<file path="config.mk">
export PLATFORM = sky130hd
export DESIGN_NAME = decode_stage
export DESIGN_NICKNAME = d
export VERILOG_FILES = /design/src/common/cpu_pipe_pkg.sv /design/src/common/cpu_isa_pkg.sv /design/src/decode/decode_stage.sv /design/src/decode/reg_file.sv
export SDC_FILE = /design/constraint.sdc
export NUM_CORES = 2
export LEC_CHECK = 0
export ABC_AREA = 0
export BUFFER_PORTS_ARGS = -buffer_cell sky130_fd_sc_hd__buf_4
export CAP_MARGIN = 20
export CORE_UTILIZATION = 40
export DETAILED_ROUTE_END_ITERATION = 6
export PLACE_DENSITY_LB_ADDON = 0.05
export SYNTH_ARGS = -nofsm -noshare
export SYNTH_HDL_FRONTEND = slang
export SYNTH_SLANG_ARGS = --single-unit
</file>
<file path="constraint.sdc">
create_clock -name clk -period 10.7 [get_ports clk]
set_clock_uncertainty 0.2 [all_clocks]
set_input_delay 1.07 -clock clk [delete_from_list [all_inputs] [get_ports clk]]
set_output_delay 1.07 -clock clk [all_outputs]
set_load 0.02 [all_outputs]
</file>
<file path="src/common/cpu_pipe_pkg.sv">
package cpu_pipe_pkg;

    localparam int XLEN = 32;
    typedef logic [XLEN-1:0] word_t;

    localparam int REG_COUNT = 32;
    typedef logic [$clog2(REG_COUNT)-1:0] reg_addr_t;

    // Operations carried from decode into the ALU
    typedef enum logic [2:0] {
        ALU_ADD,
        ALU_SUB,
        ALU_AND,
        ALU_OR,
        ALU_SLT
    } alu_op_e;

    // Data memory, word addressed
    localparam int DMEM_WORDS = 256;
    localparam int DMEM_AW    = 8;

    localparam int PC_STEP = 4;

endpackage

</file>
<file path="src/common/cpu_isa_pkg.sv">
package cpu_isa_pkg;

    // Primary opcodes of the supported MIPS subset
    typedef enum logic [5:0] {
        OP_SPECIAL = 6'h00,
        OP_BEQ     = 6'h04,
        OP_BNE     = 6'h05,
        OP_ADDIU   = 6'h09,
        OP_LW      = 6'h23,
        OP_SW      = 6'h2b
    } opcode_e;

    // Function field of SPECIAL (R-type) instructions
    typedef enum logic [5:0] {
        FN_ADDU = 6'h21,
        FN_SUBU = 6'h23,
        FN_AND  = 6'h24,
        FN_OR   = 6'h25,
        FN_SLT  = 6'h2a
    } funct_e;

    // Field positions inside the instruction word
    localparam int OPCODE_MSB = 31;
    localparam int RS_MSB     = 25;
    localparam int RT_MSB     = 20;
    localparam int RD_MSB     = 15;
    localparam int FUNCT_MSB  = 5;
    localparam int IMM_WIDTH  = 16;

endpackage
</file>
<file path="src/decode/decode_stage.sv">
`timescale 1ns/100ps

module decode_stage (
    input  logic                    clk,
    input  logic                    rst,
    input  logic                    ena,
    input  cpu_pipe_pkg::word_t     if_pc4,
    input  cpu_pipe_pkg::word_t     if_instr,
    input  cpu_pipe_pkg::word_t     ex_result,
    input  cpu_pipe_pkg::word_t     mem_fwd_data,
    input  cpu_pipe_pkg::reg_addr_t mem_dst,
    input  logic                    mem_wena,
    input  cpu_pipe_pkg::word_t     wb_data,
    input  cpu_pipe_pkg::reg_addr_t wb_dst,
    input  logic                    wb_wena,
    input  cpu_pipe_pkg::reg_addr_t dbg_addr,
    output logic                    stall,
    output logic                    branch_taken,
    output cpu_pipe_pkg::word_t     branch_target,
    output cpu_pipe_pkg::alu_op_e   ex_op,
    output cpu_pipe_pkg::word_t     ex_a,
    output cpu_pipe_pkg::word_t     ex_b,
    output cpu_pipe_pkg::word_t     ex_store_data,
    output cpu_pipe_pkg::reg_addr_t ex_dst,
    output logic                    ex_wena,
    output logic                    ex_load,
    output logic                    ex_store,
    output cpu_pipe_pkg::word_t     dbg_data
);

    localparam int RA_W = $bits(cpu_pipe_pkg::reg_addr_t);
    localparam int IMM_W = cpu_isa_pkg::IMM_WIDTH;

    cpu_isa_pkg::opcode_e    opcode;
    cpu_isa_pkg::funct_e     funct;
    cpu_pipe_pkg::reg_addr_t rs;
    cpu_pipe_pkg::reg_addr_t rt;
    cpu_pipe_pkg::reg_addr_t rd;
    cpu_pipe_pkg::word_t     imm_ext;
    cpu_pipe_pkg::word_t     rf_rs;
    cpu_pipe_pkg::word_t     rf_rt;
    cpu_pipe_pkg::word_t     rs_val;
    cpu_pipe_pkg::word_t     rt_val;

    cpu_pipe_pkg::alu_op_e   id_op;
    cpu_pipe_pkg::reg_addr_t id_dst;
    logic                    id_wena;
    logic                    id_load;
    logic                    id_store;
    logic                    id_use_imm;
    logic                    uses_rs;
    logic                    uses_rt;
    logic                    is_beq;
    logic                    is_bne;
    logic                    operands_equal;

    assign opcode  = cpu_isa_pkg::opcode_e'(if_instr[cpu_isa_pkg::OPCODE_MSB -: 6]);
    assign funct   = cpu_isa_pkg::funct_e'(if_instr[cpu_isa_pkg::FUNCT_MSB -: 6]);
    assign rs      = if_instr[cpu_isa_pkg::RS_MSB -: RA_W];
    assign rt      = if_instr[cpu_isa_pkg::RT_MSB -: RA_W];
    assign rd      = if_instr[cpu_isa_pkg::RD_MSB -: RA_W];
    assign imm_ext = {{(cpu_pipe_pkg::XLEN - IMM_W){if_instr[IMM_W-1]}}, if_instr[IMM_W-1:0]};

    always_comb begin
        id_op      = cpu_pipe_pkg::ALU_ADD;
        id_dst     = rt;
        id_wena    = 1'b0;
        id_load    = 1'b0;
        id_store   = 1'b0;
        id_use_imm = 1'b0;
        uses_rs    = 1'b0;
        uses_rt    = 1'b0;
        is_beq     = 1'b0;
        is_bne     = 1'b0;
        case (opcode)
            cpu_isa_pkg::OP_SPECIAL: begin
                id_dst  = rd;
                id_wena = 1'b1;
                case (funct)
                    cpu_isa_pkg::FN_ADDU: id_op = cpu_pipe_pkg::ALU_ADD;
                    cpu_isa_pkg::FN_SUBU: id_op = cpu_pipe_pkg::ALU_SUB;
                    cpu_isa_pkg::FN_AND:  id_op = cpu_pipe_pkg::ALU_AND;
                    cpu_isa_pkg::FN_OR:   id_op = cpu_pipe_pkg::ALU_OR;
                    cpu_isa_pkg::FN_SLT:  id_op = cpu_pipe_pkg::ALU_SLT;
                    default:              id_wena = 1'b0;
                endcase
                uses_rs = id_wena;
                uses_rt = id_wena;
            end
            cpu_isa_pkg::OP_ADDIU: begin
                id_wena    = 1'b1;
                id_use_imm = 1'b1;
                uses_rs    = 1'b1;
            end
            cpu_isa_pkg::OP_LW: begin
                id_wena    = 1'b1;
                id_load    = 1'b1;
                id_use_imm = 1'b1;
                uses_rs    = 1'b1;
            end
            cpu_isa_pkg::OP_SW: begin
                id_store   = 1'b1;
                id_use_imm = 1'b1;
                uses_rs    = 1'b1;
                uses_rt    = 1'b1;
            end
            cpu_isa_pkg::OP_BEQ: begin
                is_beq  = 1'b1;
                uses_rs = 1'b1;
                uses_rt = 1'b1;
            end
            cpu_isa_pkg::OP_BNE: begin
                is_bne  = 1'b1;
                uses_rs = 1'b1;
                uses_rt = 1'b1;
            end
            default: ;
        endcase
    end

    // Youngest producer wins, the register file covers write-back
    function automatic cpu_pipe_pkg::word_t forward(input cpu_pipe_pkg::reg_addr_t addr,
                                                    input cpu_pipe_pkg::word_t rf_val);
        if (addr == '0) begin
            return '0;
        end
        if (ex_wena && ex_dst == addr) begin
            return ex_result;
        end
        if (mem_wena && mem_dst == addr) begin
            return mem_fwd_data;
        end
        return rf_val;
    endfunction

    assign rs_val = forward(rs, rf_rs);
    assign rt_val = forward(rt, rf_rt);

    // A load still in execute has only its address, so wait one cycle
    assign stall = ex_load && ex_dst != '0 &&
                   ((uses_rs && ex_dst == rs) || (uses_rt && ex_dst == rt));

    assign operands_equal = rs_val == rt_val;
    assign branch_taken   = ((is_beq && operands_equal) || (is_bne && !operands_equal)) && !stall;
    assign branch_target  = if_pc4 + {imm_ext[cpu_pipe_pkg::XLEN-3:0], 2'b00};

    always_ff @(posedge clk) begin
        if (rst) begin
            ex_op    <= cpu_pipe_pkg::ALU_ADD;
            ex_wena  <= 1'b0;
            ex_load  <= 1'b0;
            ex_store <= 1'b0;
        end else if (ena) begin
            ex_op    <= id_op;
            ex_wena  <= id_wena && id_dst != '0 && !stall;
            ex_load  <= id_load && !stall;
            ex_store <= id_store && !stall;
        end
    end

    always_ff @(posedge clk) begin
        if (ena) begin
            ex_a          <= rs_val;
            ex_b          <= id_use_imm ? imm_ext : rt_val;
            ex_store_data <= rt_val;
            ex_dst        <= id_dst;
        end
    end

    // Frozen pipeline must not commit the held write-back
    reg_file reg_file_inst (
        .clk(clk),
        .rst(rst),
        .wena(wb_wena && ena),
        .waddr(wb_dst),
        .raddr_a(rs),
        .raddr_b(rt),
        .dbg_addr(dbg_addr),
        .wdata(wb_data),
        .rdata_a(rf_rs),
        .rdata_b(rf_rt),
        .dbg_data(dbg_data)
    );

endmodule

</file>
<file path="src/decode/reg_file.sv">
`timescale 1ns/100ps

module reg_file (
    input  logic                    clk,
    input  logic                    rst,
    input  logic                    wena,
    input  cpu_pipe_pkg::reg_addr_t waddr,
    input  cpu_pipe_pkg::reg_addr_t raddr_a,
    input  cpu_pipe_pkg::reg_addr_t raddr_b,
    input  cpu_pipe_pkg::reg_addr_t dbg_addr,
    input  cpu_pipe_pkg::word_t     wdata,
    output cpu_pipe_pkg::word_t     rdata_a,
    output cpu_pipe_pkg::word_t     rdata_b,
    output cpu_pipe_pkg::word_t     dbg_data
);

    cpu_pipe_pkg::word_t regs [cpu_pipe_pkg::REG_COUNT];

    always_ff @(posedge clk) begin
        if (rst) begin
            for (int i = 0; i < cpu_pipe_pkg::REG_COUNT; i++) begin
                regs[i] <= '0;
            end
        end else if (wena && waddr != '0) begin
            regs[waddr] <= wdata;
        end
    end

    // Same-cycle write is visible on every read port
    function automatic cpu_pipe_pkg::word_t read_port(input cpu_pipe_pkg::reg_addr_t addr);
        if (addr == '0) begin
            return '0;
        end
        return (wena && waddr == addr) ? wdata : regs[addr];
    endfunction

    always_comb begin
        rdata_a  = read_port(raddr_a);
        rdata_b  = read_port(raddr_b);
        dbg_data = read_port(dbg_addr);
    end

endmodule

</file>
==> results_dict.tcl <==
set metrics [dict create \
    num_vias 53300 \
    min_period_ps 7890 \
    ys_ff_latch 1131 \
    cp-start-kind "primary input" \
    cap_violations 0 \
    antenna_left 0 \
    cp_data_required_time_ps 9430 \
    cts_tree "done" \
    start_util_pct 40.3 \
    powerDensity_mw_per_mm2 156 \
    place.gp.congestion 0.946 \
    dpl.hpwl_mm 220 \
    htree_levels 4 \
    track_usage_pct 38.5 \
    avgViaCountPerCell 6.93 \
    postSynthAreaPerCell_sq_um 14.1 \
    critPathMaxFanout 46 \
    clkTransAtPathRegs_ps 60 \
    slew_headroom_pct 16.6 \
    cp.arrival_ps 6620 \
    yosysWarnings 0 \
    grt_antenna_before_repair 51 \
    synth_edf_count 1125 \
    hold_class "reg2reg" \
    min_period_over_period_pct 73.8 \
    netlist_area_sq_mm 0.0712 \
    violations "design-rule violations" \
    setup_violations 0 \
    grt_overflow_total 0 \
    grt_pass1_vias 50500 \
    grt_max_degree 103 \
    multi_input_area_sq_mm 0.0351 \
    layout_common_cells "edfxtp_1 (1125), and2_1 (909), mux4_2 (757)" \
    io_buffers 348 \
    cp_common_cell "buf_4" \
    setup_tns_ps 0 \
    wl_per_cell_um 45.5 \
    root_buffer "clkbuf_16" \
    route.detailed.drc 63 \
    finalPower_mw 12.6 \
    synth_cell_types 79 \
    startpoint "if_instr[21]" \
    critPathMaxStageDelay_ps 750 \
    max_slew.worst_pin.slew_ps 1240 \
    final_hold_viol_count 0 \
    fmax_mhz 127 \
    fin_hold_ws_ps 279 \
    cts_setup_buffers 0 \
    ys_seq_area_share_pct 47.6 \
    drive_above_1_share_pct 31.0 \
    leakage_nw 28.1 \
    cts.hold.buffers_added 0 \
    cts_inserted_buffers 140 \
    cts-resized-gates 0 \
    min_from "ex_op[1]$_SDFFE_PP0P_" \
    regArea_sq_mm 0.0339 \
    rsz0062_at_grt "no" \
    yosysTopAreaCell "edfxtp_1" \
    critPathKind "in2out" \
    synth_area_leaders "edfxtp_1 (47%), mux4_2 (24%), and2_1 (8.0%)" \
    fin_area_sq_mm 0.0809 \
    area_growth_pct 13.6 \
    row_count 154 \
    cp_top_family "buffers and inverters" \
    io_pins 353 \
    ys.flop_type "edfxtp_1" \
    final_common_cell "edfxtp_1" \
    grt_pass1_wl_mm 463 \
    die_w_um 424 \
    die_area_sq_mm 0.180 \
    slowest_stage "a21oi_1" \
    peakVddDrop_v 0.000146 \
    clock-sinks 1131 \
    drt-total-wl_mm 350 \
    clk_path_buf_depth 3 \
    coreArea_sq_mm 0.176 \
    fill_cells 15700 \
    path_buf_inv 4 \
    rr_startpoint "reg_file_inst.regs[31][5]$_SDFFCE_PN0P_" \
    nets 5422 \
    dpl_cell_area_sq_mm 0.0763 \
    async_reset_ff_share_pct 0 \
    status "finished, violations left" \
    endpoint_kind "output pin" \
    cp_cell_sequence "buf_8 > buf_4 > buf_4 > mux4_2 > mux4_2 > a21oi_1 > o211ai_1 > xnor2_1 > nand3_1 > or4_1 > nor2_1 > mux2_1 > buf_4" \
    synth_cells 5038 \
    insertion_delay_ps 820 \
    fp.dieH_um 424 \
    slew_viol_final 0 \
    drt_iter0_markers 8643 \
    synth_top_area_share_pct 47.5 \
    first_pass_iters 7 \
]
final timing paths:
check	to	slack, ps	cells after the start
worst max-delay path	branch_taken	2810	13
worst min-delay path	ex_op[1]$_SDFFE_PP0P_	280	2
worst max register to register	ex_b[5]$_DFFE_PP_	7120	10
worst min register to register	ex_op[1]$_SDFFE_PP0P_	280	2
worst reg2reg max path, stage by stage (launching register included):
cell	delay, ps
edfxtp_1	400
mux4_2	300
and2_1	170
o22ai_1	120
a2111oi_2	980
buf_4	270
a2111oi_0	100
a311o_1	440
nor2_1	320
nand2_1	90
nand2_1	80
Yosys cell counts (36+ instances only):
master    count
buf_1        57
buf_4        53
xnor2_1      58
buf_2        56
nand3_1      45
mux4_2      757
a211oi_1     69
nand2_1     166
clkbuf_1    355
o221ai_1     48
inv_1        37
mux2_2       45
o21ai_0      65
mux2i_1     239
or2_2        38
a21oi_1      93
and2_1      910
nor3_1      140
nor2_1      182
edfxtp_1   1125
a221oi_1     36
power breakdown:
part | leakage (nW) | internal [mW] | total [mW] | switching (mW)
registers | 10.8 | 5.16 | 5.34 | 0.186
clock network | 2.16 | 2.74 | 4.79 | 2.04
logic | 15.2 | 0.958 | 2.45 | 1.50
logic make-up after synthesis:
group | after synthesis | synth area share, %
adder cells (fa/ha/maj) | 30 | 0.538
AO/OA/AOI/OAI | 542 | 5.50
AND/OR/NAND/NOR | 1597 | 12.6
XOR/XNOR | 86 | 1.06
multiplexers | 1069 | 29.0
buffers and inverters | 582 | 3.70
other | 1 | 0.00527
flip-flops | 1131 | 47.6
area by class of cell:
class                      instances  share of cell area, %
multi-input combinational       3356                   43.4
timing repair buffer             543                   5.26
antenna                           30                 0.0928
clock inverter                    85                  0.975
sequential                      1131                   41.9
tap                             2340                   3.62
clock buffer                     162                   4.50
inverter                          40                  0.192
metal layers:
metal  GRT usage (%)  share of wire, %  vias up
met5               0             0.021        -
met4            21.8               6.6       10
met3            9.67                11      900
met2            59.4                46     4045
met1            49.4                36    28000
li1                -                 -    20300
through the flow:
stage          util [%]  instances  setup WS [ps]
2_1_floorplan         -       5069           4680
3_3_place_gp       43.2       7405           2510
3_5_place_dp       43.2       7406           2920
4_1_cts            45.7       7653           2920
5_1_grt            45.8       7664           2720
6_report           45.8       7687           2810
state kept, by name (all words and copies together) (netlist names):
register            flops
ex_a                   32
ex_store                1
ex_store_data          32
ex_op                   3
reg_file_inst.regs   1024
ex_dst                  5
ex_load                 1
ex_b                   32
ex_wena                 1
No activity file was read; power rests on OpenSTA's default activity.
