**src/common/cpu_pipe_pkg.sv**
```systemverilog
package cpu_pipe_pkg;

    localparam int XLEN = 32;
    typedef logic [XLEN-1:0] word_t;

    localparam int REG_COUNT = 32;
    typedef logic [$clog2(REG_COUNT)-1:0] reg_addr_t;

    // Operations carried from decode into the ALU
    typedef enum logic [2:0] {
        ALU_ADD,
        ALU_SUB,
        ALU_AND,
        ALU_OR,
        ALU_SLT
    } alu_op_e;

    // Data memory, word addressed
    localparam int DMEM_WORDS = 256;
    localparam int DMEM_AW    = 8;

    localparam int PC_STEP = 4;

endpackage

```
**src/hdl/fetch_stage.sv**
```systemverilog
`timescale 1ns/100ps

module fetch_stage (
    input  logic                clk,
    input  logic                rst,
    input  logic                ena,
    input  logic                stall,
    input  logic                branch_taken,
    input  cpu_pipe_pkg::word_t branch_target,
    input  cpu_pipe_pkg::word_t instr,
    output cpu_pipe_pkg::word_t pc,
    output cpu_pipe_pkg::word_t if_pc4,
    output cpu_pipe_pkg::word_t if_instr
);

    cpu_pipe_pkg::word_t pc4;
    cpu_pipe_pkg::word_t next_pc;

    assign pc4     = pc + cpu_pipe_pkg::XLEN'(cpu_pipe_pkg::PC_STEP);
    assign next_pc = branch_taken ? branch_target : pc4;

    always_ff @(posedge clk) begin
        if (rst) begin
            pc <= '0;
        end else if (ena && !stall) begin
            pc <= next_pc;
        end
    end

    // The slot behind a taken branch enters IF/ID as a bubble
    always_ff @(posedge clk) begin
        if (rst) begin
            if_instr <= '0;
        end else if (ena && !stall) begin
            if_instr <= branch_taken ? '0 : instr;
        end
    end

    always_ff @(posedge clk) begin
        if (ena && !stall) begin
            if_pc4 <= pc4;
        end
    end

endmodule

```
**config.mk**
```make
export PLATFORM = sky130hd
export DESIGN_NAME = fetch_stage
export DESIGN_NICKNAME = d
export VERILOG_FILES = /design/src/common/cpu_pipe_pkg.sv /design/src/hdl/fetch_stage.sv
export SDC_FILE = /design/constraint.sdc
export NUM_CORES = 1
export LEC_CHECK = 0
export ABC_AREA = 1
export BUFFER_PORTS_ARGS = -buffer_cell sky130_fd_sc_hd__buf_2
export CAP_MARGIN = 20
export CORE_MARGIN = 2
export CORE_UTILIZATION = 25
export DETAILED_ROUTE_END_ITERATION = 8
export GPL_TIMING_DRIVEN = 0
export PLACE_DENSITY = 0.53
export SYNTH_ARGS = -nofsm -noshare
export SYNTH_HDL_FRONTEND = slang
export SYNTH_SLANG_ARGS = --single-unit
```
**constraint.sdc**
```tcl
create_clock -name clk -period 1.8 [get_ports clk]
set_input_delay 0.18 -clock clk [delete_from_list [all_inputs] [get_ports clk]]
set_output_delay 0.18 -clock clk [all_outputs]
set_load 0.01 [all_outputs]
```
==> results.md, run 1 <==
* Status: completed
* Setup TNS at 0 ps
* Congestion Overflow GR at 0
* Final hold viol count at 0
* Reg2Reg Depth at 7
* Post-synth top cells: nand2_1, nor2_1, dfxtp_1, inv_1
* Die Wd at 137 µm
* Num rows at 48
* ANT nets after route at 0
* Vias in the first global route at 3,894
* Fin area at 0.00585 mm²
* Gpl congestion at 0.760
* Starting Density at 0.255
* Synth Instances at 510
* Mapped cell area at 0.00439 mm²
* First-pass GRT wire length at 21.3 mm
* Largest net degree at the start of global routing at 42
* Initial drt markers at 161
* Post-Route Skew at 14.5 ps
* Worst R2R Start: pc[3]$_SDFFE_PP0P_
* CP Data Required Time at 1900 ps
* Most common flop cell mapped by yosys: dfxtp_1
* Worst VDD drop at 502 µV
* Via density at 4.29
* Clk Latency, worst-skew pair at 360 ps
* CTS tree: done
* Count leader, synth: nand2_1
* Clock share of power at 0.430
* Finished Layout Cells at 915
* Fillers at 1,813
* Crit path time final at 1650 ps
* Final Core Density at 0.339
* Clock tree sinks at 96
* Initial antenna violation count at 1
* Setup crit end kind: register
* Pins over their slew limit at 0
* Final worst setup slack at 146 ps
* Reg2Reg Capture Point: if_pc4[26]$_DFFE_PP_
* Clk slew on worst S/H paths at 70 ps
* Worst path slowest cell: dfxtp_2
* Area contributors post-synth: dfxtp_1, edfxtp_1, nand2_1
* Worst-Margin Slew at 561 ps
* Area after DPL at 0.00549 mm²
* Cell depth of the worst min-delay path at 3
* Post-layout nets at 755
* Leakage at 2.62 nW
* Crit path DAT at 1760 ps
* Hold_sp: branch_target[1]
* Global Route Usage Sum at 0.152
* Post-CTS Setup Repair Bufs at 0
* Startpoint types: register
* Avg WL per Cell at 15.1 µm
* Unique masters post-synth at 28
* Max Clock Freq at 0.604 GHz
* Internal power at 0.00375 W
* DIE AREA at 0.0186 mm²
* Root buffer cell: clkbuf_16
* Yosys warns at 0
* Mapped Avg Cell Area at 8.61 µm²
* Post-synth EDFFs at 32
* Area share of the leading cell type in the synthesized netlist at 0.292
* Fraction of registers with async set/reset at 0
* CP Max Fanout at 5
* Routed WL at 13.8 mm
* Hpwl dp at 10.6 mm
* Number of I/O port buffers at 163
* Worst hold path type: input pin to register
* CTS Buf Count at 9
* Share of power burned in registers at 0.479
* Ant. Diodes at 0
* Sw Share at 0.244
* Relative slew margins at 0.626
* RSZ-0062 raised after global routing: false
* Critical Path, Cell by Cell: ha_2 > nand2_1 > nor2_4 > nand2_4 > nor2_8 > nand3_1 > and2_1
* Largest area contributor in the netlist: dfxtp_1
* P_sw at 0.00121 W
* Power Dens Cells at 849 mW/mm²
* H-tree depth at 3
* Die H at 137 µm
* Pre-CTS setup slack at -263 ps
* Setup slack, reg-to-reg at 150 ps
* I/O Pins at 165
* First-pass DRT Iterations at 4
* Crit path kind: register to register
* Final Cycle Share at 0.919
* Placed Cells at 898
* Combinational share of power at 0.091
* Seq/Total Area, Yosys at 0.511
* Vias at 3,929
* DRC viols at 0
* Syn nets at 580
* Synthesis-stage register bit count at 96
* Hold endpoint: pc[1]$_SDFFE_PP0P_
* Area grow syn2layout at 33.3%
* Layout cells sized above 1 at 0.335
* Longest Clk Path Bufs at 2
* Finish-stage setup viols at 0
* Core area at 0.0172 mm²
* Max cap viols at 0
* CP peak stage delay at 380 ps
## worst max path at each step
stage                        from                   end  slack [ps]  depth (start not counted)
3_3_place_gp                stall    pc[5]$_SDFFE_PP0P_        -220                          6
4_1_cts        pc[3]$_SDFFE_PP0P_  if_pc4[26]$_DFFE_PP_          10                          7
5_1_grt        pc[3]$_SDFFE_PP0P_  if_pc4[26]$_DFFE_PP_          10                          7
6_report       pc[3]$_SDFFE_PP0P_  if_pc4[26]$_DFFE_PP_         150                          7
2_1_floorplan  pc[3]$_SDFFE_PP0P_  if_pc4[26]$_DFFE_PP_         200                          7
3_5_place_dp                stall   pc[19]$_SDFFE_PP0P_        -260                          6
## state kept, by name, indices dropped and copies added (netlist names)
| name | count |
|---|---|
| if_instr | 32 |
| pc | 32 |
| if_pc4 | 32 |
## worst max-delay path: cells and delay by family (launching register included)
| kind | cells | cell delay [ps] |
|---|---|---|
| fa+ha+maj | 1 | 210 |
| simple gates | 6 | 800 |
| flops | 1 | 380 |
## cell families (layout without fill, tap and decap cells)
logic type | count (synthesis) | in the layout | share of synthesized area
compound gates | 87 | 87 | 0.127
xor+xnor | 15 | 15 | 0.0419
fa+ha+maj | 1 | 1 | 0.00285
buf+inv | 73 | 253 | 0.0707
flops | 96 | 96 | 0.511
simple gates | 238 | 238 | 0.247
## power by group through the flow
| stage | clock network, W | registers (W) | logic, W |
|---|---|---|---|
| finish | 0.00214 | 0.00238 | 0.000452 |
| global route | 0.00227 | 0.00239 | 0.000504 |
| CTS | 0.00218 | 0.00238 | 0.000456 |
| detailed placement | 0 | 0.00243 | 0.000454 |
| global placement | 0 | 0.00243 | 0.000450 |
| floorplan | 0 | 0.00245 | 0.000187 |
## layer usage
| metal | vias up | wire [µm] | track usage |
|---|---|---|---|
| li1 | 2005 | - | - |
| met1 | 1783 | 6090 | 0.191 |
| met2 | 130 | 6370 | 0.246 |
| met3 | 11 | 1180 | 0.0537 |
| met4 | 0 | 168 | 0.0451 |
| met5 | - | 0 | 0 |
## layout by cell type, fill, tap and decap left out, types with 10 or more instances in the layout
cell / instances
nor2_1: 66
dfxtp_1: 62
buf_2: 173
nand2_1: 127
inv_1: 49
a22oi_1: 32
clkbuf_16: 10
nand3_1: 16
a21oi_1: 23
o21ai_0: 18
edfxtp_1: 32
## layout make-up
cell class                      instances  area (µm²)  share of cell area
Buffer                                 24         128              0.0218
Clock buffer                           12         278              0.0475
Clock inverter                          4        53.8             0.00920
Inverter                               49         184              0.0314
Multi-Input combinational cell        341        1850               0.315
Sequential cell                        96        2240               0.384
Tap cell                              225         282              0.0481
Timing Repair Buffer                  164         836               0.143
## stage by stage
step                      power, W  hold WS, ps
after floorplan            0.00264          315
after CTS                  0.00501         33.0
after global routing       0.00516         42.2
final                      0.00496         43.8
after detailed placement   0.00288          421
after global placement     0.00288          410
## repair_timing
action,4_1_cts,5_1_grt
gates resized for setup,1,3
hold buffers,0,0
endpoints found under the setup margin,1,10
No activity file was read; power rests on OpenSTA's default activity.
==> inputs of run 2 (changes only) <==
Settings changed: PLACE_DENSITY 0.53 to 0.51.
Clock period 1.8 ns to 2.1 ns, I/O delays scaled along.
==> run 2 against run 1 <==
Against the previous run: combinational power fell by 15%; critical path type unchanged; highest routed layer unchanged; die area did not move; register-to-register slack improved by 170 ps; clock power fell by 16%; largest cell class unchanged.
==> results.md, run 2 (synthesized netlist as in run 1, its figures left out) <==
* Die Wd at 137 µm
* Number of I/O port buffers at 163
* Routed WL at 13.8 mm
* Crit path kind: register to register
* Clk Latency, worst-skew pair at 360 ps
* DRC viols at 0
* Fillers at 1,800
* Hold_sp: branch_target[0]
* Initial antenna violation count at 1
* Largest net degree at the start of global routing at 34
* Clock tree sinks at 96
* Placed Cells at 899
* Die H at 137 µm
* Finished Layout Cells at 916
* Final Core Density at 0.339
* Finish-stage setup viols at 0
* Post-cts resize count at 0
* Vias in the first global route at 3,840
* Worst hold path type: input pin to register
* Final Cycle Share at 0.849
* Worst VDD drop at 415 µV
* RSZ-0062 raised after global routing: false
* Setup crit end kind: register
* CTS Buf Count at 9
* Top flop regs: if_instr (32), if_pc4 (32), pc (32)
* Crit path capture: if_pc4[26]$_DFFE_PP_
* Max Clock Freq at 0.561 GHz
* Crit path DAT at 1880 ps
* Area grow syn2layout at 32.9%
* Core area at 0.0172 mm²
* Post-CTS Setup Repair Bufs at 0
* Reg2Reg Depth at 7
* Num rows at 48
* Final hold viol count at 0
* Power Dens Cells at 723 mW/mm²
* DIE AREA at 0.0186 mm²
* Congestion Overflow GR at 0
* ANT nets after route at 0
* Layout cells sized above 1 at 0.329
* Post-layout nets at 755
* CP Data Required Time at 2200 ps
* Max cap viols at 0
* Gpl congestion at 0.768
* Initial drt markers at 167
* CTS tree: done
* Reg2Reg Capture Point: if_pc4[26]$_DFFE_PP_
* Starting Density at 0.255
* Worst R2R Start: pc[3]$_SDFFE_PP0P_
* I/O Pins at 165
* Global Route Usage Sum at 0.149
* Post-Route Skew at 11.8 ps
* First-pass DRT Iterations at 4
* Critical path startpoint: pc[3]$_SDFFE_PP0P_
* Setup slack, reg-to-reg at 320 ps
* Vias at 3,947
* Via density at 4.31
* Hpwl dp at 10.6 mm
* Crit path time final at 1780 ps
* CP Max Fanout at 5
* Worst-Margin Slew at 544 ps
* Clk slew on worst S/H paths at 70 ps
* Most frequent cells in the layout: buf_2, nand2_1, nor2_1
* Pins over their slew limit at 0
* Startpoint types: register
* H-tree depth at 3
* WHS at 72.3 ps
* Status: completed
* Root buffer cell: clkbuf_16
* Relative slew margins at 0.637
* Most common cell after layout, fill and taps aside: buf_2
* Leakage at 2.62 nW
* CTS Hold Buffers Added at 0
* First-pass GRT wire length at 20.9 mm
* Longest Clk Path Bufs at 2
* Avg WL per Cell at 15.1 µm
run 2: layout make-up:
cell class | count | area, µm² | share of cell area
Inverter | 49 | 184 | 0.0315
Buffer | 24 | 128 | 0.0219
Clock buffer | 12 | 268 | 0.0459
Sequential cell | 96 | 2240 | 0.384
Antenna cell | 1 | 2.50 | 0.000429
Multi-Input combinational cell | 341 | 1840 | 0.315
Timing Repair Buffer | 164 | 836 | 0.143
Clock inverter | 4 | 56.3 | 0.00965
Tap cell | 225 | 282 | 0.0482
run 2: per-stage QoR:
stage               instance area [µm²]  setup slack [ps]  total power, W  setup TNS [ps]
floorplan                          4390               154         0.00226               0
global placement                   5490              -914         0.00247          -32270
detailed placement                 5510               264         0.00247               0
CTS                                5830               323         0.00427               0
global route                       5830               209         0.00440               0
finish                             5840               318         0.00422               0
run 2: worst min path at each step:
| stage | end | slack, ps | cells after the start |
|---|---|---|---|
| after global placement | pc[0]$_SDFFE_PP0P_ | 440 | 3 |
| after floorplan | pc[0]$_SDFFE_PP0P_ | 340 | 2 |
| after global routing | pc[0]$_SDFFE_PP0P_ | 80 | 3 |
| after detailed placement | pc[0]$_SDFFE_PP0P_ | 440 | 3 |
| after CTS | pc[0]$_SDFFE_PP0P_ | 60 | 3 |
| final | pc[0]$_SDFFE_PP0P_ | 70 | 3 |
run 2: power breakdown:
| group | internal, W | switching [W] |
|---|---|---|
| Sequential | 0.00199 | 0.0000502 |
| Clock | 0.00104 | 0.000754 |
| Combinational | 0.000159 | 0.000226 |
run 2: worst max-delay path, stage by stage (launching register included):
cell	delay [ps]
dfxtp_1	390
ha_1	240
nand2_1	80
nor2_2	180
nand2_4	140
nor2_8	180
nand3_1	110
and2_1	190
run 2: per-layer routing:
layer | GRT usage | share of wire
met1 | 0.183 | 0.44
met2 | 0.239 | 0.45
met3 | 0.0689 | 0.10
met4 | 0.0370 | 0.0094
met5 | 0 | 0
==> inputs of run 3 (changes only) <==
Settings changed: PLACE_DENSITY 0.51 to 0.53.
Clock period 2.1 ns to 1.55 ns, I/O delays scaled along.
==> run 3 against run 2 <==
Against the previous run: utilization increased by 0.99 points; cell count increased by 0.66%; sequential cell count did not move; via count grew 0.96%; combinational power up 39%; count of clock-buffer cells in the layout is the same; hold slack got worse by 56 ps; non-clock buffer count grew 7; die area unchanged; fmax up 17%; sequential power is 35% higher; critical path type unchanged.
==> results.md, run 3 (synthesized netlist as in run 1, its figures left out) <==
* Status: completed
* Layout cells sized above 1 at 0.397
* Vias in the first global route at 3,770
* Pre-CTS setup slack at -482 ps
* Largest net degree at the start of global routing at 42
* Ant. Diodes at 0
* I/O Pins at 165
* Hold_sp: branch_target[0]
* Area grow syn2layout at 36.8%
* Worst VDD drop at 551 µV
* Vias at 3,985
* Relative slew margins at 0.582
* Max Clock Freq at 0.658 GHz
* Worst hold path type: input pin to register
* DIE AREA at 0.0186 mm²
* Post-Route Skew at 11.3 ps
* CTS Buf Count at 9
* Root buffer cell: clkbuf_16
* ANT nets after route at 0
* H-tree depth at 3
* Final Core Density at 0.349
* Final worst setup slack at 31.0 ps
* Setup crit end kind: register
* Crit path time final at 1520 ps
* Avg WL per Cell at 15.1 µm
* Routed WL at 13.9 mm
* Power Dens Cells at 936 mW/mm²
* Die H at 137 µm
* Worst R2R Start: pc[3]$_SDFFE_PP0P_
* DR WL met2 at 6.43 mm
* CTS tree: done
* Crit path DAT at 1750 ps
* Hpwl dp at 10.5 mm
* Final hold viol count at 0
* Final Cycle Share at 0.980
* Clk Latency, worst-skew pair at 360 ps
* DRC viols at 0
* Number of I/O port buffers at 163
* First-pass GRT wire length at 21.0 mm
* Post-layout nets at 762
* Worst-Margin Slew at 627 ps
* Most frequent cells in the layout: buf_2, nand2_1, nor2_1
* Leakage at 2.71 nW
* Global Route Usage Sum at 0.151
* Longest Clk Path Bufs at 2
* Max cap viols at 0
* Die Wd at 137 µm
* Met1 wire length at 6.05 mm
* Startpoint types: register
* CP Data Required Time at 1780 ps
* Clock tree sinks at 96
* Initial antenna violation count at 0
* Starting Density at 0.255
* Initial drt markers at 139
* Placed Cells at 898
* Core area at 0.0172 mm²
* CTS Hold Buffers Added at 0
* Finished Layout Cells at 922
* RSZ-0062 raised after global routing: true
* Via density at 4.32
* Congestion Overflow GR at 0
* Gpl congestion at 0.777
* Crit path kind: register to register
* Num rows at 48
* Area after DPL at 0.00549 mm²
* DR WL met3 at 1.27 mm
* Finish-stage setup viols at 0
* Top flop regs: if_instr (32), if_pc4 (32), pc (32)
* Pins over their slew limit at 0
* Clk slew on worst S/H paths at 70 ps
* Highest metal used: met4
* Most common cell after layout, fill and taps aside: buf_2
* Fin area at 0.00601 mm²
* Critical path startpoint: pc[3]$_SDFFE_PP0P_
* CP Max Fanout at 5
* First-pass DRT Iterations at 4
==> run 3: cell count changes in the layout (fill, tap and decap cells not counted), sizes merged <==
cell / before / now
diode: 1 / 0
buf: 178 / 185
clkinv: 1 / 2
bufinv: 1 / 0
==> run 3: area by class of cell <==
cell class	instances	area [µm²]
Fill cell	1823	11200
Inverter	49	184
Multi-Input combinational cell	341	1930
Sequential cell	96	2280
Clock inverter	4	32.5
Clock buffer	12	279
Buffer	24	130
Tap cell	225	282
Timing Repair Buffer	171	883
==> run 3: per-layer routing <==
metal  vias to the layer above  GRT usage
met4                         0     0.0417
met5                         -          0
met3                        13     0.0593
met2                       141      0.239
li1                       2027          -
met1                      1804      0.191
==> run 3: critical path: stages (launching register included) <==
cell	delay (ps)
dfxtp_4	370
buf_6	100
nand2_4	40
nor2_4	180
nand2_4	150
nor2_8	180
nand2_1	70
nand2_1	70
nand2_2	70
a21oi_2	120
nor2_1	40
==> run 3: final timing paths <==
check	endpoint	slack [ps]	depth (start not counted)
worst max-delay path	pc[19]$_SDFFE_PP0P_	30	10
worst min-delay path	pc[0]$_SDFFE_PP0P_	20	3
worst max register to register	pc[19]$_SDFFE_PP0P_	30	10
worst min register to register	if_pc4[0]$_DFFE_PP_	460	0
==> run 3: timing repair <==
action                     CTS  global route
setup buffers                3             5
pin swaps                    4            20
setup endpoints to repair   30            33
resized for setup           15            39
==> run 3: where the power goes <==
part | switching, W | total [W] | internal (W)
sequential | 0.0000697 | 0.00276 | 0.00269
clock | 0.00103 | 0.00233 | 0.00130
combinational | 0.000312 | 0.000535 | 0.000223
==> run 3: through the flow <==
step                setup TNS [ps]  total power (W)  hold slack [ps]
floorplan                        0          0.00307              290
global placement            -19960          0.00334              382
detailed placement          -21440          0.00334              387
CTS                              0          0.00570             6.14
global route                  -226          0.00587             24.0
finish                           0          0.00562             16.2
