===== src/common/cpu_pipe_pkg.sv =====
package cpu_pipe_pkg;

    localparam int XLEN = 32;
    typedef logic [XLEN-1:0] word_t;

    localparam int REG_COUNT = 32;
    typedef logic [$clog2(REG_COUNT)-1:0] reg_addr_t;

    // Operations carried from decode into the ALU
    typedef enum logic [2:0] {
        ALU_ADD,
        ALU_SUB,
        ALU_AND,
        ALU_OR,
        ALU_SLT
    } alu_op_e;

    // Data memory, word addressed
    localparam int DMEM_WORDS = 256;
    localparam int DMEM_AW    = 8;

    localparam int PC_STEP = 4;

endpackage


===== src/hdl/execute_stage.sv =====
`timescale 1ns/100ps

module execute_stage (
    input  logic                    clk,
    input  logic                    rst,
    input  logic                    ena,
    input  cpu_pipe_pkg::alu_op_e   ex_op,
    input  cpu_pipe_pkg::word_t     ex_a,
    input  cpu_pipe_pkg::word_t     ex_b,
    input  cpu_pipe_pkg::word_t     ex_store_data,
    input  cpu_pipe_pkg::reg_addr_t ex_dst,
    input  logic                    ex_wena,
    input  logic                    ex_load,
    input  logic                    ex_store,
    output cpu_pipe_pkg::word_t     ex_result,
    output cpu_pipe_pkg::word_t     mem_result,
    output cpu_pipe_pkg::word_t     mem_store_data,
    output cpu_pipe_pkg::reg_addr_t mem_dst,
    output logic                    mem_wena,
    output logic                    mem_load,
    output logic                    mem_store
);

    always_comb begin
        case (ex_op)
            cpu_pipe_pkg::ALU_ADD: ex_result = ex_a + ex_b;
            cpu_pipe_pkg::ALU_SUB: ex_result = ex_a - ex_b;
            cpu_pipe_pkg::ALU_AND: ex_result = ex_a & ex_b;
            cpu_pipe_pkg::ALU_OR:  ex_result = ex_a | ex_b;
            // Signed compare
            cpu_pipe_pkg::ALU_SLT: begin
                ex_result = {{(cpu_pipe_pkg::XLEN-1){1'b0}}, $signed(ex_a) < $signed(ex_b)};
            end
            default:               ex_result = '0;
        endcase
    end

    always_ff @(posedge clk) begin
        if (rst) begin
            mem_wena  <= 1'b0;
            mem_load  <= 1'b0;
            mem_store <= 1'b0;
        end else if (ena) begin
            mem_wena  <= ex_wena;
            mem_load  <= ex_load;
            mem_store <= ex_store;
        end
    end

    always_ff @(posedge clk) begin
        if (ena) begin
            mem_result     <= ex_result;
            mem_store_data <= ex_store_data;
            mem_dst        <= ex_dst;
        end
    end

endmodule


===== config.mk =====
export PLATFORM = sky130hd
export DESIGN_NAME = execute_stage
export DESIGN_NICKNAME = d
export VERILOG_FILES = /design/src/common/cpu_pipe_pkg.sv /design/src/hdl/execute_stage.sv
export SDC_FILE = /design/constraint.sdc
export NUM_CORES = 1
export LEC_CHECK = 0
export BUFFER_PORTS_ARGS = -buffer_cell sky130_fd_sc_hd__buf_4
export CORE_MARGIN = 1
export CORE_UTILIZATION = 50
export DETAILED_ROUTE_END_ITERATION = 16
export GPL_TIMING_DRIVEN = 0
export PLACE_DENSITY_LB_ADDON = 0.15
export SYNTH_ARGS = -nofsm -noshare
export SYNTH_HDL_FRONTEND = slang
export SYNTH_SLANG_ARGS = --single-unit

===== constraint.sdc =====
create_clock -name clk -period 5.2 [get_ports clk]
set_input_delay 0 -clock clk [delete_from_list [all_inputs] [get_ports clk]]
set_output_delay 0 -clock clk [all_outputs]
set_load 0.005 [all_outputs]

==> results of run 1 <==
-- flip-flops by register name, summed over array words and instances (netlist names) --
| register | cells |
|---|---|
| mem_result | 32 |
| mem_store | 1 |
| mem_load | 1 |
| mem_dst | 5 |
| mem_store_data | 32 |
| mem_wena | 1 |
-- stage by stage --
stage | instance area, um2 | hold slack [ps]
final | 9540 | 132
after floorplan | 7030 | 72.4
after detailed placement | 8840 | 179
after global routing | 9540 | 143
after global placement | 8840 | 178
after CTS | 9540 | 133
-- worst max-delay path, delay by kind of cell --
| kind | cells | cell delay (ps) |
|---|---|---|
| buf+inv | 3 | 340 |
| fa+ha+maj | 2 | 620 |
| simple gates | 2 | 470 |
| compound gates | 7 | 1770 |
-- synthesized netlist by cell type, types with 4 or more instances --
library cell  number
and3_1             6
inv_1             95
edfxtp_1          69
nor2_1            69
a21oi_1           63
o21bai_1           8
o221ai_1          16
nand3_1           13
buf_2              6
o21ai_1            4
clkbuf_1          19
xnor2_1           24
or2_2              5
a211oi_1          16
mux2i_1            7
o21ai_0           40
o211ai_1           7
o21a_1             5
nand2_1           53
a31oi_1           10
buf_6              7
nand4_1            6
nor4_1             6
nor3_1            15
o31ai_1            9
or3_1              8
nand2b_1          10
nor2b_1            8
a21o_1             8
ha_1             105
-- kinds of logic after synthesis --
family	Yosys count	synth area share, %
AOI/OAI and AO/OA	241	23.6
and+or+nand+nor	210	14.3
buffers and inverters	132	8.01
adders and majority gates	107	19.3
xor gates and xnor gates	27	3.36
DFF	72	30.3
muxes	8	1.16
-- cell usage in the layout, fill, tap and decap left out, types with 7 or more instances in the layout --
master	count
edfxtp_1	69
o21bai_1	8
nor2b_1	8
xnor2_1	24
ha_1	105
a21o_1	8
buf_6	7
o31ai_1	9
nand2b_1	10
o211ai_1	7
dlygate4sd3_1	41
a21oi_1	63
inv_1	95
nor2_1	69
nor3_1	15
o21ai_0	40
a211oi_1	16
buf_4	214
nand3_1	13
a31oi_1	10
o221ai_1	16
clkbuf_1	19
or3_1	8
mux2i_1	7
clkbuf_16	9
nand2_1	53
-- final cells by class --
cell class | count | area, um2
clock buffer | 9 | 225
multi-input combinational | 593 | 4340
fill | 1119 | 3920
sequential | 72 | 2130
timing repair buffer | 253 | 2000
tap | 176 | 220
buffer | 36 | 203
inverter | 96 | 360
clock inverter | 7 | 60.1
-- power groups by stage --
stage	clock network (mW)	registers [mW]	logic [mW]
finish	0.615	0.717	0.790
CTS	0.619	0.716	0.776
detailed placement	0	0.729	0.745
floorplan	0	0.734	0.409
global route	0.651	0.722	0.855
global placement	0	0.726	0.738
-- layer usage --
| layer | global-route usage (%) | up-vias |
|---|---|---|
| met5 | 0 | - |
| met4 | 12.4 | 0 |
| met3 | 6.46 | 49 |
| met2 | 50.5 | 394 |
| met1 | 39.4 | 3330 |
| li1 | - | 3393 |
-- worst min path at each step --
| stage | depth (start not counted) | end | from |
|---|---|---|---|
| after floorplan | 1 | mem_load | rst |
| after global placement | 1 | mem_store_data[21] | ex_store_data[21] |
| after detailed placement | 1 | mem_store_data[14] | ex_store_data[14] |
| after CTS | 3 | mem_result[18] | ex_op[2] |
| after global routing | 3 | mem_result[18] | ex_op[2] |
| final | 3 | mem_result[18] | ex_op[2] |
==> flow_summary.html, run 1 <==
<table>
<tr><th>Metric</th><th>Value</th></tr>
<tr><th colspan="2">Run status</th></tr>
<tr><td>Run status</td><td>finished clean</td></tr>
<tr><th colspan="2">Die</th></tr>
<tr><td>Standard-cell row count</td><td>42</td></tr>
<tr><td>Die width</td><td>around 120 um</td></tr>
<tr><td>Vert. Die Dim</td><td>approximately 120 um</td></tr>
<tr><td>Starting density of the core</td><td>between 50% and 60%</td></tr>
<tr><td>DIE AREA</td><td>14500 um2</td></tr>
<tr><td>Core Area</td><td>~13000 um2</td></tr>
<tr><td>Number of top-level pins</td><td>between 200 and 250</td></tr>
<tr><th colspan="2">Hold path</th></tr>
<tr><td>Hold Crit Class</td><td>in -&gt; reg</td></tr>
<tr><th colspan="2">Logic synthesis</th></tr>
<tr><td>Instance count of the mapped netlist</td><td>around 800</td></tr>
<tr><td>Mean Syn Cell Area</td><td>about 8.8 um2</td></tr>
<tr><td>Fraction of registers with async set or reset after synthesis</td><td>0%</td></tr>
<tr><td>Top cell type by total area after synthesis</td><td>edfxtp_1</td></tr>
<tr><td>Sequential cell area fraction in the yosys report</td><td>between 30% and 40%</td></tr>
<tr><td>Synthesized netlist net count</td><td>a little over 1000</td></tr>
<tr><td>Share of the synthesized area in the top cell type</td><td>29.5%</td></tr>
<tr><td>Netlist Area Pre-Place</td><td>about 7000 um2</td></tr>
<tr><td>Yosys warnings</td><td>0</td></tr>
<tr><td>Yosys reg bits</td><td>between 70 and 80</td></tr>
<tr><td>Number of unique standard cell types used by synthesis</td><td>76</td></tr>
<tr><td>Number of enable-type register cells in the synthesized netlist</td><td>a little under 70</td></tr>
<tr><td>Leading post-synthesis cells by cell area</td><td>edfxtp_1, ha_1, inv_1, a21oi_1, nor2_1</td></tr>
<tr><td>Commonest register cell after synthesis</td><td>edfxtp_1</td></tr>
<tr><th colspan="2">Setup path</th></tr>
<tr><td>Data required time at the worst endpoint</td><td>around 5200 ps</td></tr>
<tr><td>Crit path to</td><td>ex_result[18]</td></tr>
<tr><td>Cell type of the slowest stage on the worst timing path</td><td>a211oi_1</td></tr>
<tr><td>Number of cells on the worst reg-to-reg path</td><td>3</td></tr>
<tr><td>Sort of element at the end of the critical path</td><td>output pin</td></tr>
<tr><td>Worst-path fanout max</td><td>4</td></tr>
<tr><td>Terminus of the critical flop-to-flop path</td><td>mem_store</td></tr>
<tr><td>Worst Setup Path Type</td><td>in -&gt; out</td></tr>
<tr><td>Critical Path Start</td><td>ex_a[0]</td></tr>
<tr><td>Worst r2r src</td><td>mem_store</td></tr>
<tr><td>Cell-by-cell listing of the critical path</td><td>buf_4, inv_1, ha_1, fa_1, or2_2, a221oi_2, o21ai_0, a21boi_1, nor2_1, o31a_2, o21ai_1, a2111oi_0, a211oi_1, buf_4</td></tr>
<tr><td>Startpoint Class</td><td>input pin</td></tr>
<tr><td>Reg-to-reg slack, setup</td><td>slightly above 4000 ps</td></tr>
<tr><td>Critical path's most frequent cell</td><td>buf_4</td></tr>
<tr><td>Biggest cell delay along the critical path</td><td>between 400 and 500 ps</td></tr>
<tr><td>WP data arrival</td><td>around 3200 ps</td></tr>
<tr><th colspan="2">Timing</th></tr>
<tr><td>Clock period minus worst slack</td><td>about 3200 ps</td></tr>
<tr><td>Worst slew margin relative to its limit</td><td>between 30 and 40%</td></tr>
<tr><td>Setup total negative slack</td><td>0 ps</td></tr>
<tr><td>Count of pins over their slew limit</td><td>0</td></tr>
<tr><td>Post-route fraction of the period consumed by the critical path</td><td>about three fifths</td></tr>
<tr><td>Highest attainable clock frequency</td><td>0.312 GHz</td></tr>
<tr><td>Final setup fails</td><td>0</td></tr>
<tr><td>Setup repair after global routing missed its margin</td><td>no</td></tr>
<tr><td>Endpoints failing hold</td><td>0</td></tr>
<tr><td>Transition time of the tightest slew-check pin</td><td>approximately 1000 ps</td></tr>
<tr><td>Clock Skew</td><td>0 ps</td></tr>
<tr><td>Final WS setup</td><td>approximately 2000 ps</td></tr>
<tr><th colspan="2">Pwr</th></tr>
<tr><td>Sequential share of power</td><td>33.8%</td></tr>
<tr><td>Internal</td><td>around 1.4 mW</td></tr>
<tr><td>Clock share of power</td><td>between 20 and 30%</td></tr>
<tr><td>Leakage Power</td><td>4.42 nW</td></tr>
<tr><td>Sw Pwr</td><td>721 uW</td></tr>
<tr><td>Max IR drop VDD</td><td>~0.13 mV</td></tr>
<tr><td>Logic gate share of total power</td><td>~37%</td></tr>
<tr><td>Switching share of power</td><td>~34%</td></tr>
<tr><td>Post-layout power</td><td>around 2.1 mW</td></tr>
<tr><td>Power Density</td><td>roughly 220 nW/um2</td></tr>
<tr><th colspan="2">Final layout</th></tr>
<tr><td># diodes</td><td>0</td></tr>
<tr><td>Area grow syn2layout</td><td>35.7%</td></tr>
<tr><td>Layout Nets</td><td>roughly 1300</td></tr>
<tr><td>Finished Core Util</td><td>a little under three quarters</td></tr>
<tr><td>Number of standard cells in the layout, taps in and fillers out</td><td>around 1200</td></tr>
<tr><td>Fraction of final layout cells with drive strength greater than 1</td><td>24.9%</td></tr>
<tr><th colspan="2">Clocking</th></tr>
<tr><td>Post-CTS setup buffer count</td><td>0</td></tr>
<tr><td>Total clock buffers created by CTS</td><td>9</td></tr>
<tr><td>H-tree levels</td><td>3</td></tr>
<tr><td>Clock sink count</td><td>a little over 70</td></tr>
<tr><td>Latest clock arrival within the worst-skew pair</td><td>about 350 ps</td></tr>
<tr><td>Clk pin slew, worst setup/hold paths</td><td>roughly 60 ps</td></tr>
<tr><td>Cts hold-fix bufs</td><td>41</td></tr>
<tr><td>Resize count post-CTS</td><td>0</td></tr>
<tr><td>Number of buffers on the longest clock path</td><td>2</td></tr>
<tr><td>Root buffer cell</td><td>clkbuf_16</td></tr>
<tr><td>TritonCTS clock tree</td><td>done</td></tr>
<tr><th colspan="2">Route</th></tr>
<tr><td>Met1 Routed Length</td><td>9.33 mm</td></tr>
<tr><td>Uppermost signal routing layer after detailed routing</td><td>met4</td></tr>
<tr><td>Final routed DRC violation total</td><td>0</td></tr>
<tr><td>Post-DR wirelength/cell</td><td>about 18 um</td></tr>
<tr><td>Iteration-0 DRC count of the detailed router</td><td>approximately 800</td></tr>
<tr><td>Post-route ant nets</td><td>0</td></tr>
<tr><td>Met3 Wirelength</td><td>between 2 and 2.5 mm</td></tr>
<tr><td>Total wire length</td><td>22.6 mm</td></tr>
<tr><td>Met2 WL</td><td>just over 10 mm</td></tr>
<tr><td>Vias per Instance</td><td>between 5 and 6</td></tr>
<tr><td>DR pass1 iterations</td><td>6</td></tr>
<tr><td>Routed vias</td><td>approximately 7200</td></tr>
<tr><th colspan="2">Global route</th></tr>
<tr><td>Global-route wire length before repair</td><td>between 30 and 40 mm</td></tr>
<tr><td>Initial antenna violation count</td><td>0</td></tr>
<tr><td>Overall routing resource usage</td><td>30.8%</td></tr>
<tr><td>Total global routing overflow</td><td>0</td></tr>
<tr><td>Vias in the first global route</td><td>roughly 6700</td></tr>
<tr><td>Largest net degree at the start of global routing</td><td>between 70 and 80</td></tr>
<tr><th colspan="2">Placed design</th></tr>
<tr><td>Pre-CTS worst setup slack</td><td>~1900 ps</td></tr>
<tr><td>Global placement routability congestion</td><td>0.943</td></tr>
<tr><td>Count of placed standard cells including taps</td><td>~1200</td></tr>
<tr><td>Final HPWL DP</td><td>16.8 mm</td></tr>
<tr><td>Count of input and output buffers</td><td>~210</td></tr>
<tr><th colspan="2">Run</th></tr>
<tr><td>Maximum capacitance violations</td><td>0</td></tr>
</table>
No activity file was read; power rests on OpenSTA's default activity.
==> run 2: changes to the inputs <==
==> constraint.sdc (replaced) <==
create_clock -name clk -period 3.3 [get_ports clk]
set_input_delay 0 -clock clk [delete_from_list [all_inputs] [get_ports clk]]
set_output_delay 0 -clock clk [all_outputs]
set_load 0.005 [all_outputs]
==> flow_summary.html, run 2 (synthesized netlist as in run 1, its figures left out) <==
<table>
<tr><th>Metric</th><th>Value</th></tr>
<tr><th colspan="2">Run status</th></tr>
<tr><td>Run status</td><td>finished clean</td></tr>
<tr><th colspan="2">Pwr</th></tr>
<tr><td>Leakage Power</td><td>4.42 nW (about the same)</td></tr>
<tr><td>Power Density</td><td>350 nW/um2 (+57%)</td></tr>
<tr><td>Max IR drop VDD</td><td>0.207 mV (+57%)</td></tr>
<tr><th colspan="2">Final layout</th></tr>
<tr><td>Most frequent standard cell in the layout excluding fill and tap cells</td><td>buf_4</td></tr>
<tr><td>Area grow syn2layout</td><td>35.7% (about the same)</td></tr>
<tr><td># diodes</td><td>0 (unchanged)</td></tr>
<tr><td>Commonest non-fill, non-tap cells in the layout</td><td>buf_4, ha_1, inv_1, nor2_1, edfxtp_1</td></tr>
<tr><td>FF/Latch Area</td><td>2130 um2 (unchanged)</td></tr>
<tr><td>Finished Core Util</td><td>70.9% (about the same)</td></tr>
<tr><td>Multi-input gate area</td><td>4340 um2 (+0.12%)</td></tr>
<tr><td>Largest regs</td><td>mem_result: 32 flops, mem_store_data: 32 flops, mem_dst: 5 flops</td></tr>
<tr><td>Fraction of final layout cells with drive strength greater than 1</td><td>25.0% (+0.094 points)</td></tr>
<tr><td>Fill cells</td><td>1119 (unchanged)</td></tr>
<tr><td>Layout Nets</td><td>1278 (unchanged)</td></tr>
<tr><th colspan="2">Clocking</th></tr>
<tr><td>Total clock buffers created by CTS</td><td>9 (unchanged)</td></tr>
<tr><td>Post-CTS setup buffer count</td><td>0 (unchanged)</td></tr>
<tr><td>Latest clock arrival within the worst-skew pair</td><td>350 ps (about the same)</td></tr>
<tr><td>Root buffer cell</td><td>clkbuf_16</td></tr>
<tr><td>Number of buffers on the longest clock path</td><td>2 (unchanged)</td></tr>
<tr><td>H-tree levels</td><td>3 (unchanged)</td></tr>
<tr><td>Clk pin slew, worst setup/hold paths</td><td>60 ps (about the same)</td></tr>
<tr><td>Clock sink count</td><td>72 (unchanged)</td></tr>
<tr><td>TritonCTS clock tree</td><td>done</td></tr>
<tr><th colspan="2">Setup path</th></tr>
<tr><td>Worst Setup Path Type</td><td>in -&gt; out</td></tr>
<tr><td>WP data arrival</td><td>3130 ps (-80 ps)</td></tr>
<tr><td>Sort of element at the end of the critical path</td><td>output pin</td></tr>
<tr><td>Data required time at the worst endpoint</td><td>3300 ps (-1900 ps)</td></tr>
<tr><td>Startpoint Class</td><td>input pin</td></tr>
<tr><td>Worst-path fanout max</td><td>4 (unchanged)</td></tr>
<tr><th colspan="2">Route</th></tr>
<tr><td>DR pass1 iterations</td><td>6 (unchanged)</td></tr>
<tr><td>Total wire length</td><td>22.5 mm (-0.15%)</td></tr>
<tr><td>Post-DR wirelength/cell</td><td>18.1 um (-0.15%)</td></tr>
<tr><td>Post-route ant nets</td><td>0 (unchanged)</td></tr>
<tr><td>Iteration-0 DRC count of the detailed router</td><td>694 (-13%)</td></tr>
<tr><td>Final routed DRC violation total</td><td>0 (unchanged)</td></tr>
<tr><td>Routed vias</td><td>7119 (-0.66%)</td></tr>
<tr><td>Vias per Instance</td><td>5.73 (-0.66%)</td></tr>
<tr><th colspan="2">Timing</th></tr>
<tr><td>Count of pins over their slew limit</td><td>0 (unchanged)</td></tr>
<tr><td>Clock Skew</td><td>0 ps (unchanged)</td></tr>
<tr><td>Endpoints failing hold</td><td>0 (unchanged)</td></tr>
<tr><td>Highest attainable clock frequency</td><td>between 0.3 and 0.4 GHz</td></tr>
<tr><td>Clock period minus worst slack</td><td>~3100 ps</td></tr>
<tr><td>Final setup fails</td><td>0 (unchanged)</td></tr>
<tr><td>Worst slew margin relative to its limit</td><td>35.3% (+0.61 points)</td></tr>
<tr><td>Transition time of the tightest slew-check pin</td><td>971 ps (-9.17 ps)</td></tr>
<tr><td>Hold Slack</td><td>120 ps (-12.5 ps)</td></tr>
<tr><td>Post-route fraction of the period consumed by the critical path</td><td>a little over nine tenths</td></tr>
<tr><th colspan="2">Global route</th></tr>
<tr><td>Global-route wire length before repair</td><td>34.5 mm (unchanged)</td></tr>
<tr><td>Largest net degree at the start of global routing</td><td>73 (unchanged)</td></tr>
<tr><td>Initial antenna violation count</td><td>0 (unchanged)</td></tr>
<tr><td>Total global routing overflow</td><td>0 (unchanged)</td></tr>
<tr><td>Overall routing resource usage</td><td>30.8% (unchanged)</td></tr>
<tr><td>Vias in the first global route</td><td>6679 (unchanged)</td></tr>
<tr><th colspan="2">Die</th></tr>
<tr><td>Starting density of the core</td><td>52.3% (unchanged)</td></tr>
<tr><td>Die width</td><td>121 um (unchanged)</td></tr>
<tr><td>DIE AREA</td><td>14500 um2 (unchanged)</td></tr>
<tr><td>Number of top-level pins</td><td>214 (unchanged)</td></tr>
<tr><td>Core Area</td><td>13500 um2 (unchanged)</td></tr>
<tr><td>Vert. Die Dim</td><td>121 um (unchanged)</td></tr>
<tr><td>Standard-cell row count</td><td>42 (unchanged)</td></tr>
<tr><th colspan="2">Placed design</th></tr>
<tr><td>Global placement routability congestion</td><td>0.943 (unchanged)</td></tr>
<tr><td>Count of input and output buffers</td><td>212 (unchanged)</td></tr>
<tr><td>Final HPWL DP</td><td>16.8 mm (unchanged)</td></tr>
<tr><th colspan="2">Hold path</th></tr>
<tr><td>Hold Crit Class</td><td>in -&gt; reg</td></tr>
<tr><th colspan="2">Run</th></tr>
<tr><td>Maximum capacitance violations</td><td>0 (unchanged)</td></tr>
</table>
==> run 2: cell count changes in the layout (fill, tap and decap cells not counted) <==
cell	delta
a211oi_1	-1
a211oi_2	+1
==> run 2: area by class of cell <==
type / count / share of cell area (%)
plain buffers: 36 / 2.12
well taps: 176 / 2.31
flip-flops and latches: 72 / 22.3
multi-input cells: 593 / 45.5
repair buffers: 253 / 21.0
inverters: 96 / 3.78
clock inverters: 7 / 0.629
clock buffers: 9 / 2.36
==> run 2: stage by stage <==
step | std cells | power, mW | setup WS [ps] | cell area, um2 | TNS [ps]
2_1_floorplan | 797 | 1.80 | 640 | 7030 | 0
3_3_place_gp | 1185 | 2.31 | 23.2 | 8840 | 0
3_5_place_dp | 1185 | 2.32 | -4.78 | 8840 | -4.78
4_1_cts | 1242 | 3.33 | 50.1 | 9540 | 0
5_1_grt | 1242 | 3.51 | -4.75 | 9540 | -4.75
6_report | 1242 | 3.34 | 169 | 9540 | 0
==> run 2: worst paths after layout <==
check	from	end	slack (ps)	cells after the start
worst max-delay path	ex_a[1]	ex_result[19]	170	13
worst min-delay path	ex_op[2]	mem_result[18]	120	3
worst min register to register	mem_load	mem_load	520	2
worst max register to register	mem_store	mem_store	2130	3
==> run 2: report_power, final <==
| part | internal [mW] | leakage (nW) | total [mW] | switching [mW] |
|---|---|---|---|---|
| Sequential | 1.10 | 0.695 | 1.13 | 0.0259 |
| Combinational | 0.581 | 3.60 | 1.24 | 0.664 |
| Clock | 0.522 | 0.131 | 0.968 | 0.446 |
| Total | 2.21 | 4.42 | 3.34 | 1.14 |
==> run 2: critical path: stages <==
cell	delay (ps)
buf_4	110
inv_1	70
ha_1	300
nor2_1	60
o311ai_0	650
a21oi_1	340
nand3_1	250
a31oi_1	100
a31oi_1	240
xnor2_1	160
nor2_1	60
a211oi_1	570
buf_4	230
==> run 2: routing by layer <==
metal  global-route usage [%]  wire length [um]  vias to the layer above
met5                        0                 0                        -
met4                     12.4               714                        0
met3                     6.46              2090                       43
met2                     50.5             10400                      384
met1                     39.4              9300                     3297
li1                         -                 -                     3395
==> run 2: repair_timing <==
| action | CTS | global route |
|---|---|---|
| hold endpoints to repair | 40 | 0 |
| setup endpoints to repair | 0 | 1 |
| resized for setup | 0 | 1 |
| hold buffers | 41 | 0 |
